--- src/source/execPkg.sv ---
// Shared definitions for the integer execute pipeline
// Opcode bytes, internal ALU operations, flag classes and RFLAGS positions
`default_nettype none

package execPkg;

	parameter int DefaultDataWidth = 64;

	typedef logic [63:0] flagsT;

	// RFLAGS bit positions
	parameter int FlagCf = 0;
	parameter int FlagZf = 6;
	parameter int FlagSf = 7;
	parameter int FlagOf = 11;

	// One-byte opcodes handled by the execute stage
	typedef enum logic [7:0] {
		OpAddRm = 8'h01, OpAddR = 8'h03, OpAddAcc = 8'h05,
		OpOrRm = 8'h09, OpOrR = 8'h0B, OpOrAcc = 8'h0D,
		OpAdcRm = 8'h11, OpAdcR = 8'h13, OpAdcAcc = 8'h15,
		OpSbbRm = 8'h19, OpSbbR = 8'h1B, OpSbbAcc = 8'h1D,
		OpAndRm = 8'h21, OpAndR = 8'h23, OpAndAcc = 8'h25,
		OpSubRm = 8'h29, OpSubR = 8'h2B, OpSubAcc = 8'h2D,
		OpXorRm = 8'h31, OpXorR = 8'h33, OpXorAcc = 8'h35,
		OpCmpRm = 8'h39, OpCmpR = 8'h3B, OpCmpAcc = 8'h3D,
		OpGrp1Iv = 8'h81, OpGrp1Ib = 8'h83,
		OpMovStore = 8'h89, OpMovLoad = 8'h8B,
		OpNop = 8'h90,
		OpMovRax = 8'hB8, OpMovRcx = 8'hB9, OpMovRdx = 8'hBA, OpMovRbx = 8'hBB,
		OpMovRsp = 8'hBC, OpMovRbp = 8'hBD, OpMovRsi = 8'hBE, OpMovRdi = 8'hBF,
		OpRet = 8'hC3, OpMovImm = 8'hC7, OpRetFar = 8'hCB, OpIret = 8'hCF,
		OpGrp3 = 8'hF7, OpGrp5 = 8'hFF
	} opcodeE;

	typedef enum logic [4:0] {
		AluNop, AluMov, AluAdd, AluAdc, AluSub, AluSbb, AluCmp,
		AluAnd, AluOr, AluXor, AluNot, AluNeg, AluInc, AluDec,
		AluMul, AluKill, AluInvalid
	} aluOpE;

	// Which arithmetic flags the flag stage rewrites
	typedef enum logic [2:0] {
		ClassArith,
		ClassLogic,
		ClassIncDec,
		ClassMul,
		ClassNone
	} flagClassE;

endpackage

`default_nettype wire

--- src/source/execStageIf.sv ---
// Inter-stage buses of the execute pipeline
// decodeBusIf feeds the ALU stage, aluBusIf feeds the flag stage
`default_nettype none


interface aluBusIf #(
	parameter int DataWidth = execPkg::DefaultDataWidth
);
	logic valid;
	execPkg::flagClassE flagClass;
	logic [DataWidth-1:0] result;
	// Upper half of the MUL product, zero otherwise
	logic [DataWidth-1:0] resultHigh;
	logic carry;
	logic overflow;
	execPkg::flagsT flagsIn;
	logic kill;
	logic ok;

	modport src (
		output valid, flagClass, result, resultHigh, carry, overflow,
		output flagsIn, kill, ok
	);
	modport dst (
		input valid, flagClass, result, resultHigh, carry, overflow,
		input flagsIn, kill, ok
	);
endinterface

`default_nettype wire

--- src/source/flagStage.sv ---
// Flag stage of the execute pipeline
// Merges ZF, SF, CF and OF into RFLAGS and registers the unit outputs
`default_nettype none

module flagStage #(
	parameter int DataWidth = execPkg::DefaultDataWidth
) (
	input wire logic clk,
	input wire logic rstN,
	input wire logic wbStall,
	aluBusIf.dst alu,
	output logic [DataWidth-1:0] result,
	output logic [DataWidth-1:0] resultHigh,
	output execPkg::flagsT flagsOut,
	output logic done,
	output logic executeOk,
	output logic kill
);

	execPkg::flagsT flagsNext;
	logic zero;
	logic sign;

	assign zero = (alu.result == '0);
	assign sign = alu.result[DataWidth-1];

	always_comb begin
		flagsNext = alu.flagsIn;
		case (alu.flagClass)
			execPkg::ClassArith: begin
				flagsNext[execPkg::FlagZf] = zero;
				flagsNext[execPkg::FlagSf] = sign;
				flagsNext[execPkg::FlagCf] = alu.carry;
				flagsNext[execPkg::FlagOf] = alu.overflow;
			end
			execPkg::ClassLogic: begin
				flagsNext[execPkg::FlagZf] = zero;
				flagsNext[execPkg::FlagSf] = sign;
				flagsNext[execPkg::FlagCf] = 1'b0;
				flagsNext[execPkg::FlagOf] = 1'b0;
			end
			execPkg::ClassIncDec: begin
				// CF survives INC and DEC
				flagsNext[execPkg::FlagZf] = zero;
				flagsNext[execPkg::FlagSf] = sign;
				flagsNext[execPkg::FlagOf] = alu.overflow;
			end
			execPkg::ClassMul: begin
				flagsNext[execPkg::FlagCf] = alu.carry;
				flagsNext[execPkg::FlagOf] = alu.overflow;
			end
			default: flagsNext = alu.flagsIn;
		endcase
	end

	always_ff @(posedge clk or negedge rstN) begin
		if (!rstN) begin
			done <= 1'b0;
			executeOk <= 1'b0;
			kill <= 1'b0;
		end else if (!wbStall) begin
			done <= alu.valid;
			executeOk <= alu.valid && alu.ok;
			kill <= alu.valid && alu.kill;
		end
	end

	// Payload held with done while writeback stalls
	always_ff @(posedge clk) begin
		if (!wbStall) begin
			result <= alu.result;
			resultHigh <= alu.resultHigh;
			flagsOut <= flagsNext;
		end
	end

	killIsOk: assert property (@(posedge clk) disable iff (!rstN) kill |-> executeOk);

endmodule

`default_nettype wire

--- src/flat_wrapper.sv ---
// flat-port wrapper written by rule: the top's interface ports become plain ports
module flagStage_flat 
#(
	parameter int DataWidth = execPkg::DefaultDataWidth
)
  (clk, rstN, wbStall, result, resultHigh, flagsOut, done, executeOk, kill, alu_valid, alu_flagClass, alu_result, alu_resultHigh, alu_carry, alu_overflow, alu_flagsIn, alu_kill, alu_ok);
  aluBusIf #(.DataWidth(DataWidth)) alu_i ();
  input wire logic clk;
  input wire logic rstN;
  input wire logic wbStall;
  output logic [DataWidth-1:0] result;
  output logic [DataWidth-1:0] resultHigh;
  output execPkg::flagsT flagsOut;
  output logic done;
  output logic executeOk;
  output logic kill;
  input wire logic [$bits(alu_i.valid)-1:0] alu_valid;
  input wire logic [$bits(alu_i.flagClass)-1:0] alu_flagClass;
  input wire logic [$bits(alu_i.result)-1:0] alu_result;
  input wire logic [$bits(alu_i.resultHigh)-1:0] alu_resultHigh;
  input wire logic [$bits(alu_i.carry)-1:0] alu_carry;
  input wire logic [$bits(alu_i.overflow)-1:0] alu_overflow;
  input wire logic [$bits(alu_i.flagsIn)-1:0] alu_flagsIn;
  input wire logic [$bits(alu_i.kill)-1:0] alu_kill;
  input wire logic [$bits(alu_i.ok)-1:0] alu_ok;
  assign alu_i.valid = alu_valid;
  assign alu_i.flagClass = alu_flagClass;
  assign alu_i.result = alu_result;
  assign alu_i.resultHigh = alu_resultHigh;
  assign alu_i.carry = alu_carry;
  assign alu_i.overflow = alu_overflow;
  assign alu_i.flagsIn = alu_flagsIn;
  assign alu_i.kill = alu_kill;
  assign alu_i.ok = alu_ok;
  flagStage #(.DataWidth(DataWidth)) u_core (.clk(clk), .rstN(rstN), .wbStall(wbStall), .alu(alu_i), .result(result), .resultHigh(resultHigh), .flagsOut(flagsOut), .done(done), .executeOk(executeOk), .kill(kill));
endmodule
--- config.mk ---
export PLATFORM = sky130hd
export DESIGN_NAME = flagStage_flat
export DESIGN_NICKNAME = d
export VERILOG_FILES = /design/src/source/execPkg.sv /design/src/source/execStageIf.sv /design/src/source/flagStage.sv /design/src/flat_wrapper.sv
export SDC_FILE = /design/constraint.sdc
export NUM_CORES = 1
export LEC_CHECK = 0
export BUFFER_PORTS_ARGS = -buffer_cell sky130_fd_sc_hd__buf_2
export CORE_AREA = 2 2 156 158
export DETAILED_ROUTE_END_ITERATION = 8
export DIE_AREA = 0 0 158 160
export SLEW_MARGIN = 20
export SYNTH_ARGS = -nofsm -noshare
export SYNTH_HDL_FRONTEND = slang
export SYNTH_SLANG_ARGS = --single-unit
--- constraint.sdc ---
create_clock -name clk -period 0.8 [get_ports clk]
set_input_delay 0.16 -clock clk [delete_from_list [all_inputs] [get_ports clk]]
set_output_delay 0.16 -clock clk [all_outputs]
set_load 0.02 [all_outputs]
### After elaboration in Yosys (flattened, before gate mapping)

Index checks and enable logic that the tools add are counted.

* eq/ne operators: 3
* muxes and demuxes: 3
* reduce and logical (&&, ||, !) cells: 7

Operators by type and width (number)
* 64-bit logical NOT: 1
* 3-bit by 2-bit == test with 1-bit output (second input constant): 2
* 3-bit OR reduction: 2
* 1-bit case mux with 2 select lines: 2
* 3-bit by 1-bit == test with 1-bit output (second input constant): 1
* 3-bit logical NOT: 1
* 1-bit logical AND: 2
* 2-bit 2-to-1 mux: 1
* 2-bit OR reduction: 1

* register bits after elaboration: 195
* input bits: 203
* output and inout port bits: 195
* word-level logic and storage cells: 19

### Logic depth before layout (Yosys ltp)

* depth in word-level cells: 3
* depth in mapped cells: 4
* mapped depth without buffers: 4

### Worst setup path before layout

Ideal clock, no wire load.

* kind: input-to-reg
* start point: input port wbStall
* end point: register u_core.flagsOut[0] (enable)
* library setup time: 543 ps
* arrival time: 3861 ps
* data required time: 257 ps
* slack: -3604 ps
* stages: 1
* path buffers: 0
* cell sequence: inv_1

RTL lines
* start, declared: line flat_wrapper.sv:10 `input wire logic wbStall;`
* end signal, assigned: line flagStage.sv:73 `flagsOut <= flagsNext;`
* end, declared: line flagStage.sv:14 `output execPkg::flagsT flagsOut,`

No word-level cell between the ends.

### Final worst setup path

* start point: register u_core.flagsOut[18]
* end point: output port flagsOut[18]

RTL lines
* end, declared: line flat_wrapper.sv:13 `output execPkg::flagsT flagsOut;`

No word-level cell between the ends.

==> flow_summary.json <==
{
  "r2r-start": "u_core.done",
  "yosys_register_bits": 195,
  "powerDensity_mw_per_mm2": 2045,
  "worstPathCellList": "buf_6",
  "r2r_cells": 2,
  "grt_util_met2": 0.2856,
  "setup_ws_ns": -0.4208,
  "crit_arrival_ns": 1.06,
  "cp_num_buf_inv": 1,
  "status": "finished with violations",
  "hold_depth": 2,
  "reg2reg_slack_ns": -0.08,
  "min_path_type": "input pin to register",
  "yosysUniqueCellTypes": 17,
  "critPathKind": "register to output port",
  "holdPathEnd": "u_core.result[62]",
  "required_ns": 0.64,
  "syn_to_final_growth_pct": 104.2,
  "finalSetupViolCount": 197,
  "antenna_found_initial": 4,
  "synth.cell_area_mm2": 0.006096,
  "vias": 4917,
  "fin_skew_ns": 0,
  "vias_per_cell": 4.034,
  "cts-root-buf": "clkbuf_16",
  "clock_sinks": 195,
  "avgSynthCellArea_um2": 25.72,
  "timing.final.crit_share": 1.526,
  "drive_above_1_share": 0.5521,
  "whs_ns": 0.03137,
  "ant_nets": 0,
  "grt_pass1_wl_um": 29190,
  "grt_max_degree": 25,
  "row_count": 57,
  "fmax_mhz": 819.1,
  "initial_core_util": 0.2559,
  "clk_pin_slew_ns": 0.08,
  "cp_max_fo": 1,
  "crit_path_start_kind": "register",
  "insertion_delay_ns": 0.42,
  "relSlewSlack": 0.7939,
  "gr-usage-met3": 0.06242,
  "routedWlPerCell_um": 17.29,
  "grt_usage": 0.1548,
  "overflow": 0,
  "slew_violations": 0,
  "core_mm2": 0.02382,
  "place_hpwl_um": 13960,
  "cts_tree": "built",
  "leakagePower_nw": 5.191,
  "tightest_slew_ns": 0.3063,
  "fp.dieW_um": 158,
  "hold_viol": 0,
  "synth_area_leaders": "edfxtp_1 95%, nor4_1 1.5%, dfrtp_1 1.2%",
  "busiest_layer": "met2",
  "violations": "setup timing",
  "htreeDepth": 4,
  "finalCriticalPeriod_ns": 1.221,
  "gp_congestion": 0.7820,
  "yosys.area.top_type": "edfxtp_1",
  "dr.pass1.iters": 4,
  "use_met1": 0.1591,
  "utilization": 0.5226,
  "drt_iter0_drc": 182,
  "yosysTopAreaCellShare": 0.9458,
  "vdd_drop_max_mv": 1.480,
  "yosysWarnings": 0,
  "grt_pass1_vias": 5380,
  "rsz0062_at_grt": "true",
  "postLayoutCellArea_mm2": 0.01245,
  "numCtsBuffers": 17,
  "r2r_end": "u_core.done",
  "cpPeakStageDelay_ns": 0.47,
  "dieArea_mm2": 0.02528,
  "pin_count": 398,
  "endpoint_kind": "output port",
  "die_h_um": 160,
  "placed_area_mm2": 0.008971,
  "syn-instance-count": 237,
  "maxCapViolations": 0,
  "synth.yosys.seq_area_share": 0.9581,
  "synth_fp_nets": 440,
  "dpl_worst_slack_ns": -1.025,
  "drc": 0,
  "cts.path.max_buffers": 2,
  "path_delay_family": "flip-flops",
  "holdCritStartpoint": "alu_result[62]",
  "slowest_stage": "edfxtp_1",
  "routed_wl_um": 21080,
  "port_buffers": 397,
  "fin_nets": 1083
}
[state kept, by name, summed over array words and instances, names as in the netlist]
signal / count
u_core.result: 64
u_core.done: 1
u_core.executeOk: 1
u_core.resultHigh: 64
u_core.kill: 1
u_core.flagsOut: 64
[how the worst max path moves through the flow]
stage,startpoint,end,slack (ns),cells after the start
floorplan,wbStall,u_core.flagsOut[0],-2.55,1
global placement,alu_result[33],u_core.flagsOut[6],-0.98,6
detailed placement,alu_result[33],u_core.flagsOut[6],-1.02,6
CTS,u_core.flagsOut[18],flagsOut[18],-0.43,1
global route,u_core.flagsOut[18],flagsOut[18],-0.44,1
finish,u_core.flagsOut[18],flagsOut[18],-0.42,1
[layout make-up]
cell class / instances / area (µm²)
Clock inverter: 14 / 163.9
Fill cell: 1973 / 11370
Inverter: 2 / 11.26
Antenna cell: 2 / 5.005
Sequential cell: 195 / 5842
Multi-Input combinational cell: 40 / 364.1
Tap cell: 324 / 405.4
Clock buffer: 18 / 429.2
Timing Repair Buffer: 624 / 5229
[metrics by stage]
stage | setup TNS (ns) | std cells | total power, mW
after CTS | -66.92 | 1216 | 25.25
after floorplan | -489.77 | 237 | 13.87
after detailed placement | -48.83 | 1005 | 15.51
after global routing | -71.73 | 1217 | 26.41
after global placement | -49.66 | 1005 | 15.46
final | -62.31 | 1219 | 25.46
[cell families (layout without fill, tap and decap cells)]
group / count (synthesis) / count (layout) / share of synthesized area
buffers and inverters: 2 / 658 / 0.001232
AND/OR/NAND/NOR: 31 / 31 / 0.02956
multiplexers: 2 / 2 / 0.003694
flip-flops: 195 / 195 / 0.9581
AO/OA/AOI/OAI: 7 / 7 / 0.007389
other: 0 / 2 / 0
[cell usage after synthesis (all sizes together)]
| master | count |
|---|---|
| nand3 | 1 |
| o22ai | 1 |
| o31ai | 1 |
| nor4 | 16 |
| o21ai | 4 |
| mux2 | 2 |
| nand2 | 8 |
| or4 | 1 |
| dfrtp | 3 |
| nand4 | 3 |
| a21oi | 1 |
| inv | 2 |
| edfxtp | 192 |
| nand2b | 1 |
| nor2b | 1 |
[report_power, final]
group          switching (mW)  internal, mW
sequential              0.371          12.1
combinational            2.06          2.41
clock                    4.28          4.22
total                    6.71          18.8
[layout by cell type (no fill, tap or decap)]
master and instances:
a21oi_4 1, buf_12 7, buf_2 237, buf_4 41, buf_6 161, clkbuf_1 1, clkbuf_16 17, clkinv_4 2
clkinv_8 5, clkinvlp_4 2, dfrtp_1 2, dfrtp_2 1, diode_2 2, dlygate4sd3_1 178, edfxtp_1 192, inv_1 1
inv_6 4, inv_8 2, mux2_4 2, nand2_1 8, nand2b_1 1, nand3_1 1, nand4_1 3, nor2b_1 1
nor4_1 7, nor4_2 4, nor4_4 5, o21ai_0 2, o21ai_1 2, o22ai_2 1, o31ai_1 1, or4_4 1
[metal layers]
metal	share of wire	wire length [µm]
met5	0.00095	20
met4	0.028	581
met3	0.096	2027
met2	0.52	11060
met1	0.35	7396
[what timing repair did]
| action | 4_1_cts | 5_1_grt |
|---|---|---|
| setup buffers | 3 | 0 |
| endpoints found under the hold margin | 179 | 1 |
| hold buffers | 177 | 1 |
| pin swaps | 2 | 3 |
| gates resized for setup | 175 | 158 |
| setup endpoints to repair | 196 | 197 |
Power figures use the tool's default switching activity.
