`config.mk`:
```
export PLATFORM = sky130hd
export DESIGN_NAME = decodeStage_flat
export DESIGN_NICKNAME = d
export VERILOG_FILES = /design/src/source/execPkg.sv /design/src/source/execStageIf.sv /design/src/source/decodeStage.sv /design/src/flat_wrapper.sv
export SDC_FILE = /design/constraint.sdc
export NUM_CORES = 1
export LEC_CHECK = 0
export BUFFER_PORTS_ARGS = -buffer_cell sky130_fd_sc_hd__buf_2
export CORE_AREA = 2 2 212 214
export DETAILED_ROUTE_END_ITERATION = 8
export DIE_AREA = 0 0 214 216
export GPL_ROUTABILITY_DRIVEN = 0
export PLACE_DENSITY = 0.5
export SLEW_MARGIN = 0
export SYNTH_ARGS = -nofsm -noshare
export SYNTH_HDL_FRONTEND = slang
export SYNTH_SLANG_ARGS = --single-unit
```
`constraint.sdc`:
```
create_clock -name clk -period 0.8 [get_ports clk]
set_input_delay 0.08 -clock clk [delete_from_list [all_inputs] [get_ports clk]]
set_output_delay 0.08 -clock clk [all_outputs]
set_load 0.01 [all_outputs]
```
`src/source/execPkg.sv`:
```
// Shared definitions for the integer execute pipeline
// Opcode bytes, internal ALU operations, flag classes and RFLAGS positions
`default_nettype none

package execPkg;

	parameter int DefaultDataWidth = 64;

	typedef logic [63:0] flagsT;

	// RFLAGS bit positions
	parameter int FlagCf = 0;
	parameter int FlagZf = 6;
	parameter int FlagSf = 7;
	parameter int FlagOf = 11;

	// One-byte opcodes handled by the execute stage
	typedef enum logic [7:0] {
		OpAddRm = 8'h01, OpAddR = 8'h03, OpAddAcc = 8'h05,
		OpOrRm = 8'h09, OpOrR = 8'h0B, OpOrAcc = 8'h0D,
		OpAdcRm = 8'h11, OpAdcR = 8'h13, OpAdcAcc = 8'h15,
		OpSbbRm = 8'h19, OpSbbR = 8'h1B, OpSbbAcc = 8'h1D,
		OpAndRm = 8'h21, OpAndR = 8'h23, OpAndAcc = 8'h25,
		OpSubRm = 8'h29, OpSubR = 8'h2B, OpSubAcc = 8'h2D,
		OpXorRm = 8'h31, OpXorR = 8'h33, OpXorAcc = 8'h35,
		OpCmpRm = 8'h39, OpCmpR = 8'h3B, OpCmpAcc = 8'h3D,
		OpGrp1Iv = 8'h81, OpGrp1Ib = 8'h83,
		OpMovStore = 8'h89, OpMovLoad = 8'h8B,
		OpNop = 8'h90,
		OpMovRax = 8'hB8, OpMovRcx = 8'hB9, OpMovRdx = 8'hBA, OpMovRbx = 8'hBB,
		OpMovRsp = 8'hBC, OpMovRbp = 8'hBD, OpMovRsi = 8'hBE, OpMovRdi = 8'hBF,
		OpRet = 8'hC3, OpMovImm = 8'hC7, OpRetFar = 8'hCB, OpIret = 8'hCF,
		OpGrp3 = 8'hF7, OpGrp5 = 8'hFF
	} opcodeE;

	typedef enum logic [4:0] {
		AluNop, AluMov, AluAdd, AluAdc, AluSub, AluSbb, AluCmp,
		AluAnd, AluOr, AluXor, AluNot, AluNeg, AluInc, AluDec,
		AluMul, AluKill, AluInvalid
	} aluOpE;

	// Which arithmetic flags the flag stage rewrites
	typedef enum logic [2:0] {
		ClassArith,
		ClassLogic,
		ClassIncDec,
		ClassMul,
		ClassNone
	} flagClassE;

endpackage

`default_nettype wire

```
`src/source/execStageIf.sv`:
```
// Inter-stage buses of the execute pipeline
// decodeBusIf feeds the ALU stage, aluBusIf feeds the flag stage
`default_nettype none

interface decodeBusIf #(
	parameter int DataWidth = execPkg::DefaultDataWidth
);
	logic valid;
	execPkg::aluOpE aluOp;
	logic [DataWidth-1:0] operandA;
	logic [DataWidth-1:0] operandB;
	execPkg::flagsT flagsIn;
	logic ok;

	modport src (output valid, aluOp, operandA, operandB, flagsIn, ok);
	modport dst (input valid, aluOp, operandA, operandB, flagsIn, ok);
endinterface


`default_nettype wire

```
`src/source/decodeStage.sv`:
```
// Decode stage of the execute pipeline
// Maps opcode and ModRM extension to an ALU operation and picks the operands
`default_nettype none

module decodeStage #(
	parameter int DataWidth = execPkg::DefaultDataWidth
) (
	input wire logic clk,
	input wire logic rstN,
	input wire logic wbStall,
	input wire logic opValid,
	input wire logic canExecute,
	input wire execPkg::opcodeE opcode,
	input wire logic hasExtOpcode,
	input wire logic [2:0] extOpcode,
	input wire logic [DataWidth-1:0] operand1,
	input wire logic [DataWidth-1:0] operand2,
	input wire logic memSrc1,
	input wire logic memSrc2,
	input wire logic [DataWidth-1:0] memData,
	input wire logic [DataWidth-1:0] imm,
	input wire execPkg::flagsT flagsIn,
	decodeBusIf.src bus
);

	typedef enum logic [1:0] {SelSrc2, SelImm, SelOne} bSelE;

	logic accept;
	execPkg::aluOpE decOp;
	bSelE bSel;
	logic [DataWidth-1:0] srcA;
	logic [DataWidth-1:0] src2;
	logic [DataWidth-1:0] srcB;

	// Group 1 (81/83) extension field
	function automatic execPkg::aluOpE grp1Op(input logic [2:0] ext);
		case (ext)
			3'b000: return execPkg::AluAdd;
			3'b001: return execPkg::AluOr;
			3'b010: return execPkg::AluAdc;
			3'b011: return execPkg::AluSbb;
			3'b100: return execPkg::AluAnd;
			3'b101: return execPkg::AluSub;
			3'b110: return execPkg::AluXor;
			default: return execPkg::AluCmp;
		endcase
	endfunction

	assign accept = opValid && canExecute && !wbStall;

	always_comb begin
		decOp = execPkg::AluInvalid;
		bSel = SelSrc2;
		case (opcode)
			execPkg::OpNop: decOp = execPkg::AluNop;
			execPkg::OpMovImm: begin
				if (hasExtOpcode && extOpcode == 3'b000) begin
					decOp = execPkg::AluMov;
					bSel = SelImm;
				end
			end
			execPkg::OpMovStore, execPkg::OpMovLoad: decOp = execPkg::AluMov;
			execPkg::OpMovRax, execPkg::OpMovRcx, execPkg::OpMovRdx, execPkg::OpMovRbx,
			execPkg::OpMovRsp, execPkg::OpMovRbp, execPkg::OpMovRsi, execPkg::OpMovRdi: begin
				decOp = execPkg::AluMov;
				bSel = SelImm;
			end
			execPkg::OpGrp1Iv, execPkg::OpGrp1Ib: begin
				if (hasExtOpcode) begin
					decOp = grp1Op(extOpcode);
					bSel = SelImm;
				end
			end
			execPkg::OpGrp3: begin
				if (hasExtOpcode) begin
					case (extOpcode)
						3'b010: decOp = execPkg::AluNot;
						3'b011: decOp = execPkg::AluNeg;
						3'b100: decOp = execPkg::AluMul;
						default: decOp = execPkg::AluInvalid;
					endcase
				end
			end
			execPkg::OpGrp5: begin
				// INC and DEC reuse the adder with a constant one
				bSel = SelOne;
				if (hasExtOpcode && extOpcode == 3'b000) begin
					decOp = execPkg::AluInc;
				end else if (hasExtOpcode && extOpcode == 3'b001) begin
					decOp = execPkg::AluDec;
				end
			end
			execPkg::OpAddRm, execPkg::OpAddR: decOp = execPkg::AluAdd;
			execPkg::OpAdcRm, execPkg::OpAdcR: decOp = execPkg::AluAdc;
			execPkg::OpSbbRm, execPkg::OpSbbR: decOp = execPkg::AluSbb;
			execPkg::OpSubRm, execPkg::OpSubR: decOp = execPkg::AluSub;
			execPkg::OpCmpRm, execPkg::OpCmpR: decOp = execPkg::AluCmp;
			execPkg::OpOrRm, execPkg::OpOrR: decOp = execPkg::AluOr;
			execPkg::OpAndRm, execPkg::OpAndR: decOp = execPkg::AluAnd;
			execPkg::OpXorRm, execPkg::OpXorR: decOp = execPkg::AluXor;
			execPkg::OpAddAcc, execPkg::OpAdcAcc, execPkg::OpSbbAcc, execPkg::OpSubAcc,
			execPkg::OpCmpAcc, execPkg::OpOrAcc, execPkg::OpAndAcc, execPkg::OpXorAcc: begin
				// Accumulator forms share the group 1 ordering in opcode bits 5:3
				decOp = grp1Op(opcode[5:3]);
				bSel = SelImm;
			end
			execPkg::OpRet, execPkg::OpRetFar, execPkg::OpIret: decOp = execPkg::AluKill;
			default: decOp = execPkg::AluInvalid;
		endcase
	end

	// Memory data replaces whichever source is a memory operand
	assign srcA = memSrc1 ? memData : operand1;
	assign src2 = memSrc2 ? memData : operand2;

	always_comb begin
		case (bSel)
			SelImm: srcB = imm;
			SelOne: srcB = {{(DataWidth-1){1'b0}}, 1'b1};
			default: srcB = src2;
		endcase
	end

	always_ff @(posedge clk or negedge rstN) begin
		if (!rstN) begin
			bus.valid <= 1'b0;
		end else if (!wbStall) begin
			bus.valid <= accept;
		end
	end

	always_ff @(posedge clk) begin
		if (!wbStall) begin
			bus.aluOp <= decOp;
			bus.operandA <= srcA;
			bus.operandB <= srcB;
			bus.flagsIn <= flagsIn;
			bus.ok <= (decOp != execPkg::AluInvalid);
		end
	end

	// Only one memory read port feeds the sources
	memSrcExclusive: assert property (@(posedge clk) disable iff (!rstN)
		accept |-> !(memSrc1 && memSrc2));

endmodule

`default_nettype wire

```
`src/flat_wrapper.sv`:
```
// flat-port wrapper written by rule: the top's interface ports become plain ports
module decodeStage_flat 
#(
	parameter int DataWidth = execPkg::DefaultDataWidth
)
  (clk, rstN, wbStall, opValid, canExecute, opcode, hasExtOpcode, extOpcode, operand1, operand2, memSrc1, memSrc2, memData, imm, flagsIn, bus_valid, bus_aluOp, bus_operandA, bus_operandB, bus_flagsIn, bus_ok);
  decodeBusIf #(.DataWidth(DataWidth)) bus_i ();
  input wire logic clk;
  input wire logic rstN;
  input wire logic wbStall;
  input wire logic opValid;
  input wire logic canExecute;
  input wire execPkg::opcodeE opcode;
  input wire logic hasExtOpcode;
  input wire logic [2:0] extOpcode;
  input wire logic [DataWidth-1:0] operand1;
  input wire logic [DataWidth-1:0] operand2;
  input wire logic memSrc1;
  input wire logic memSrc2;
  input wire logic [DataWidth-1:0] memData;
  input wire logic [DataWidth-1:0] imm;
  input wire execPkg::flagsT flagsIn;
  output wire logic [$bits(bus_i.valid)-1:0] bus_valid;
  output wire logic [$bits(bus_i.aluOp)-1:0] bus_aluOp;
  output wire logic [$bits(bus_i.operandA)-1:0] bus_operandA;
  output wire logic [$bits(bus_i.operandB)-1:0] bus_operandB;
  output wire logic [$bits(bus_i.flagsIn)-1:0] bus_flagsIn;
  output wire logic [$bits(bus_i.ok)-1:0] bus_ok;
  assign bus_valid = bus_i.valid;
  assign bus_aluOp = bus_i.aluOp;
  assign bus_operandA = bus_i.operandA;
  assign bus_operandB = bus_i.operandB;
  assign bus_flagsIn = bus_i.flagsIn;
  assign bus_ok = bus_i.ok;
  decodeStage #(.DataWidth(DataWidth)) u_core (.clk(clk), .rstN(rstN), .wbStall(wbStall), .opValid(opValid), .canExecute(canExecute), .opcode(opcode), .hasExtOpcode(hasExtOpcode), .extOpcode(extOpcode), .operand1(operand1), .operand2(operand2), .memSrc1(memSrc1), .memSrc2(memSrc2), .memData(memData), .imm(imm), .flagsIn(flagsIn), .bus(bus_i));
endmodule
```
Word level (Yosys, flattened, before mapping)
Index checks and enable logic that the tools add are counted.
{"block": "word_totals", "register_bits": 199, "input_bits": 339, "output_inout_bits": 199, "word_cells": 99}
{"block": "op_classes", "eq_ne": 58, "muxes": 15, "n_reduce_logical": 20}
{"cell": "8-bit equality test (second input constant)", "count": 19}
{"cell": "64-bit 2-to-1 mux", "count": 2}
{"cell": "64-bit one-hot mux with 2 select lines", "count": 1}
{"cell": "8-bit by 6-bit equality test with 1-bit output (second input constant)", "count": 12}
{"cell": "5-bit one-hot mux with 16 select lines", "count": 1}
{"cell": "4-bit one-hot mux with 7 select lines", "count": 2}
{"cell": "8-bit by 5-bit equality test with 1-bit output (second input constant)", "count": 6}
{"cell": "5-bit 2-to-1 mux", "count": 5}
{"cell": "8-bit by 4-bit equality test with 1-bit output (second input constant)", "count": 3}
{"cell": "3-bit equality test (second input constant)", "count": 6}
{"cell": "2-bit OR reduction", "count": 9}
{"cell": "16-bit OR reduction", "count": 1}
{"cell": "5-bit one-hot mux with 3 select lines", "count": 1}
{"cell": "3-bit by 2-bit equality test with 1-bit output (second input constant)", "count": 4}
{"cell": "10-bit OR reduction", "count": 1}
{"cell": "8-bit by 1-bit equality test with 1-bit output (second input constant)", "count": 1}
{"cell": "8-bit by 2-bit equality test with 1-bit output (second input constant)", "count": 1}
{"cell": "8-bit by 3-bit equality test with 1-bit output (second input constant)", "count": 1}
{"cell": "2-bit one-hot mux with 4 select lines", "count": 1}
{"cell": "8-bit OR reduction", "count": 1}
{"cell": "3-bit by 1-bit equality test with 1-bit output (second input constant)", "count": 2}
{"cell": "3-bit zero test", "count": 2}
{"cell": "5-bit inequality test (second input constant)", "count": 1}
{"cell": "1-bit logical AND", "count": 4}
{"cell": "5 further kinds", "count": 6}

Depth between registers and ports, before layout
{"block": "logic_depth", "ltp_word": 6, "depth_mapped": 10}

Worst setup path before layout
No wires, ideal clock.
{"block": "synth_path", "kind": "input -> register", "start": "in wbStall", "end": "reg u_core.bus.aluOp[0], enable pin", "setup_time_ps": 549, "t_arrival_ps": 3896, "slack_ps": -3645, "stages": 1, "cell_sequence": "inv_1"}
{"item": "start: declaration", "line_no": "flat_wrapper.sv:10", "rtl": "input wire logic wbStall;"}
{"item": "end signal: assignment", "line_no": "decodeStage.sv:134", "rtl": "bus.aluOp <= decOp;"}
{"item": "end: declaration", "line_no": "execStageIf.sv:15", "rtl": "modport src (output valid, aluOp, operandA, operandB, flagsIn, ok);"}
No word-level cell between the ends.

Final worst setup path
{"block": "layout_path", "start": "in extOpcode[2]", "end": "reg u_core.bus.operandB[6] (data pin)"}
{"block": "layout_via", "elab_chain_len": 6}
{"item": "start: declaration", "line_no": "flat_wrapper.sv:15", "rtl": "input wire logic [2:0] extOpcode;"}
{"item": "3-bit zero test (*)", "line_no": "decodeStage.sv:57", "rtl": "if (hasExtOpcode && extOpcode == 3'b000) begin"}
{"item": "1-bit logical AND (*)", "line_no": "decodeStage.sv:57"}
{"item": "1-bit 2-to-1 mux (*)", "line_no": "decodeStage.sv:57"}
{"item": "2-bit one-hot mux with 4 select lines (*)", "line_no": "decodeStage.sv:54", "rtl": "case (opcode)"}
{"item": "2-bit equality test or 2-bit by 1-bit equality test with 1-bit output (tied branches)", "line_no": "decodeStage.sv:117", "rtl": "case (bSel)"}
{"item": "64-bit one-hot mux with 2 select lines (*)", "line_no": "decodeStage.sv:117"}
{"item": "net u_core.srcB[6]", "line_no": "decodeStage.sv:33", "rtl": "logic [DataWidth-1:0] srcB;"}
{"item": "end signal: assignment", "line_no": "decodeStage.sv:136", "rtl": "bus.operandB <= srcB;"}
{"item": "end: declaration", "line_no": "execStageIf.sv:15"}
The timed path passes the listed nets; every way through them passes the cells marked *.
A chain may end at the register's enable or synchronous reset.

==> results.json <==
{
  "numCtsBuffers": 17,
  "yosys.area_share.simple_pct": 4.452,
  "drv_cap": 0,
  "startpoint": "extOpcode[2]",
  "syn_nets": 873,
  "cts_root_buf": "clkbuf_16",
  "synth_area_per_cell_um2": 16.64,
  "fp.dieW_um": 214,
  "cp_data_arrival_time_ps": 1800,
  "clkSlewWorstSetupHoldPaths_ps": 80,
  "die_area_um2": 46220,
  "use_met2_pct": 28.76,
  "synth_compound_area_share_pct": 8.705,
  "peakVddDrop_v": 0.001398,
  "fin_crit_ps": 1543,
  "final_core_util_pct": 39.31,
  "grt_util_met1_pct": 17.80,
  "setup_viol": 270,
  "layout-drive-gt1-share_pct": 60.32,
  "synth_area_leader_cell": "edfxtp_1",
  "timing.rr.start": "u_core.bus.valid",
  "async_flop_share_pct": 0.5025,
  "port_buffers": 537,
  "syn_area_um2": 8853,
  "relSlewSlack_pct": 77.56,
  "regArea_um2": 5971,
  "start_util_pct": 20.20,
  "via_per_inst": 4.187,
  "dpl.hpwl_um": 27350,
  "placed_area_um2": 13320,
  "switching_share_pct": 26.95,
  "ios": 538,
  "grt_pass1_vias": 8844,
  "fp.dieH_um": 216,
  "wire_per_inst_um": 19.13,
  "layout_commonest_cell": "buf_2",
  "yosysSeqAreaShare_pct": 67.44,
  "setup_ws_ps": -742.6,
  "cts_buffer_depth": 2,
  "power_frac_comb_pct": 21.6,
  "crit_fanout": 20,
  "crit_path_end": "u_core.bus.operandB[6]",
  "crit_required_ps": 1050,
  "p_clk_share_pct": 32.2,
  "outcome": "complete, but fails checks",
  "worst_slew_pin_slew_ps": 333.0,
  "p_per_area_nw_per_um2": 1608,
  "synth_ff_type": "edfxtp_1",
  "place_inst": 1716,
  "start_kind": "input pin",
  "hp-class": "in -> reg",
  "synthAdderAreaFrac_pct": 0.2826,
  "final_cell_mix": "513 x buf_2, 246 x dlygate4sd3_1, 198 x edfxtp_1, 77 x buf_4, 64 x mux2_4",
  "wirelength_um": 38850,
  "ys_types": 57,
  "p_int_mw": 20.24,
  "synth.area.mux_share_pct": 16.49,
  "insertion_delay_ps": 500,
  "synth_top_area_share_pct": 67.16,
  "cp-end-kind": "flip-flop",
  "fin_hold_ws_ps": -19.89,
  "ant_nets": 0,
  "grt_setup_unrepaired": "true",
  "synth_area_leaders": "edfxtp_1 67%, mux2_2 16%, a22o_1 6.1%, buf_2 0.90%, clkbuf_1 0.68%",
  "critical_path_class": "in -> reg",
  "htreeDepth": 4,
  "synth_cells": 532,
  "synth_edf_count": 198,
  "violations": "hold timing, setup timing",
  "dr.first_iter.drc_count": 463,
  "multiInputGateArea_um2": 3132,
  "reg2reg_depth": 3,
  "num-fill-cells": 4104,
  "grt_first_pass_wirelength_um": 55020,
  "antenna_found_initial": 7,
  "power_leakage_nw": 7.649,
  "row_count": 77,
  "yosysWarnings": 0,
  "nets": 1762,
  "switchingPower_mw": 7.467,
  "fin_cells": 2031,
  "syn_to_final_growth_pct": 94.64,
  "pwr-share-seq_pct": 46.2,
  "routed-via-count": 8504,
  "reg2reg_to": "u_core.bus.valid",
  "grt_max_degree": 33,
  "synth-xor-area-share_pct": 0.1979,
  "synth_top_family_by_area": "multiplexers",
  "dr.pass1.iters": 4,
  "tns_ps": -106260,
  "track_usage_pct": 16.30,
  "cts_hold_buf": 248,
  "finalInstanceArea_um2": 17230,
  "use_met3_pct": 5.497,
  "drc": 0,
  "core-area_um2": 43840,
  "hold_violations": 26,
  "post-route-period-util_pct": 192.8,
  "fmax_mhz": 648.2,
  "skew_ps": 0,
  "grt_busiest_layer": "met2",
  "ys_seq_elements": 199,
  "r2r_setup_slack_ps": 30,
  "overflow": 0,
  "clock_sinks": 199,
  "final_max_slew_viol_count": 0,
  "tritoncts": "done"
}
## worst min-delay path by stage
stage	startpoint	end	slack, ps	cells past startpoint
6_report	memData[46]	u_core.bus.operandA[46]	-20	3
3_5_place_dp	rstN	u_core.bus.valid	-140	1
3_3_place_gp	rstN	u_core.bus.valid	-140	1
5_1_grt	memData[21]	u_core.bus.operandA[21]	-40	3
2_1_floorplan	rstN	u_core.bus.valid	-220	0
4_1_cts	memData[4]	u_core.bus.operandA[4]	-70	3
## routing by layer
layer | vias to the layer above | share of wire, %
met5 | - | 0.033
met4 | 2 | 1.9
met3 | 44 | 7.4
met2 | 399 | 53
met1 | 4129 | 38
li1 | 3930 | -
## cell usage after synthesis (2+ instances only)
| cell | number |
|---|---|
| edfxtp_1 | 198 |
| mux2_2 | 127 |
| a22o_1 | 62 |
| buf_2 | 16 |
| clkbuf_1 | 16 |
| nand2_1 | 13 |
| nor2_1 | 12 |
| o21ai_0 | 6 |
| nor2b_1 | 5 |
| a211oi_1 | 4 |
| buf_6 | 4 |
| inv_1 | 4 |
| nand2b_1 | 4 |
| nand4_1 | 4 |
| nor3_1 | 4 |
| a21oi_1 | 3 |
| mux2i_1 | 3 |
| a22oi_1 | 2 |
| and2_1 | 2 |
| ha_1 | 2 |
| nand3_1 | 2 |
| nor4b_2 | 2 |
| o32a_1 | 2 |
| or3_1 | 2 |
## flip-flops by register name, indices dropped and copies added, names as in the netlist
name,count
u_core.bus.aluOp,5
u_core.bus.ok,1
u_core.bus.flagsIn,64
u_core.bus.operandB,64
u_core.bus.valid,1
u_core.bus.operandA,64
## power groups by stage
stage | clock network, mW | logic [mW] | registers [mW]
floorplan | 0 | 1.60 | 13.6
global placement | 0 | 4.64 | 13.0
detailed placement | 0 | 4.66 | 13.0
CTS | 9.25 | 5.85 | 12.8
global route | 9.61 | 6.38 | 12.9
finish | 8.91 | 5.99 | 12.8
## cells by family (layout without fill, tap and decap cells)
group / count (synthesis) / in the layout
AO/OA/AOI/OAI: 92 / 92
XOR/XNOR: 2 / 2
adder cells (fa/ha/maj): 2 / 2
buffers and inverters: 43 / 945
flip-flops: 199 / 199
multiplexers: 130 / 130
other: 0 / 5
AND/OR/NAND/NOR: 64 / 64
## layout make-up
type / instances / share of cell area, %
Antenna cell: 5 / 0.07261
Clock inverter: 14 / 0.9729
Multi-Input combinational cell: 290 / 18.17
Inverter: 5 / 0.1307
Timing Repair Buffer: 908 / 39.21
Clock buffer: 18 / 2.490
Tap cell: 592 / 4.298
Sequential cell: 199 / 34.65
## what timing repair did
action | 4_1_cts | 5_1_grt
pin swaps | 28 | 20
cloned | 7 | 4
buffers inserted | 12 | 11
hold endpoints to repair | 194 | 46
endpoints found under the setup margin | 269 | 271
gates resized for setup | 51 | 52
## per-stage QoR
stage	setup WS (ps)	total power [mW]
final	-742.6	27.71
after global routing	-751.4	28.87
after floorplan	-2558	15.20
after global placement	-1239	17.65
after CTS	-685.1	27.90
after detailed placement	-1274	17.69
## worst max-delay path: stages
cell and delay [ps]:
buf_6 100, nor2_4 140, nand2_2 70, or4_4 520, nand4_4 100, ha_4 230, buf_12 160, buf_12 160
a22o_1 220
(Power assumes the default switching activity.)
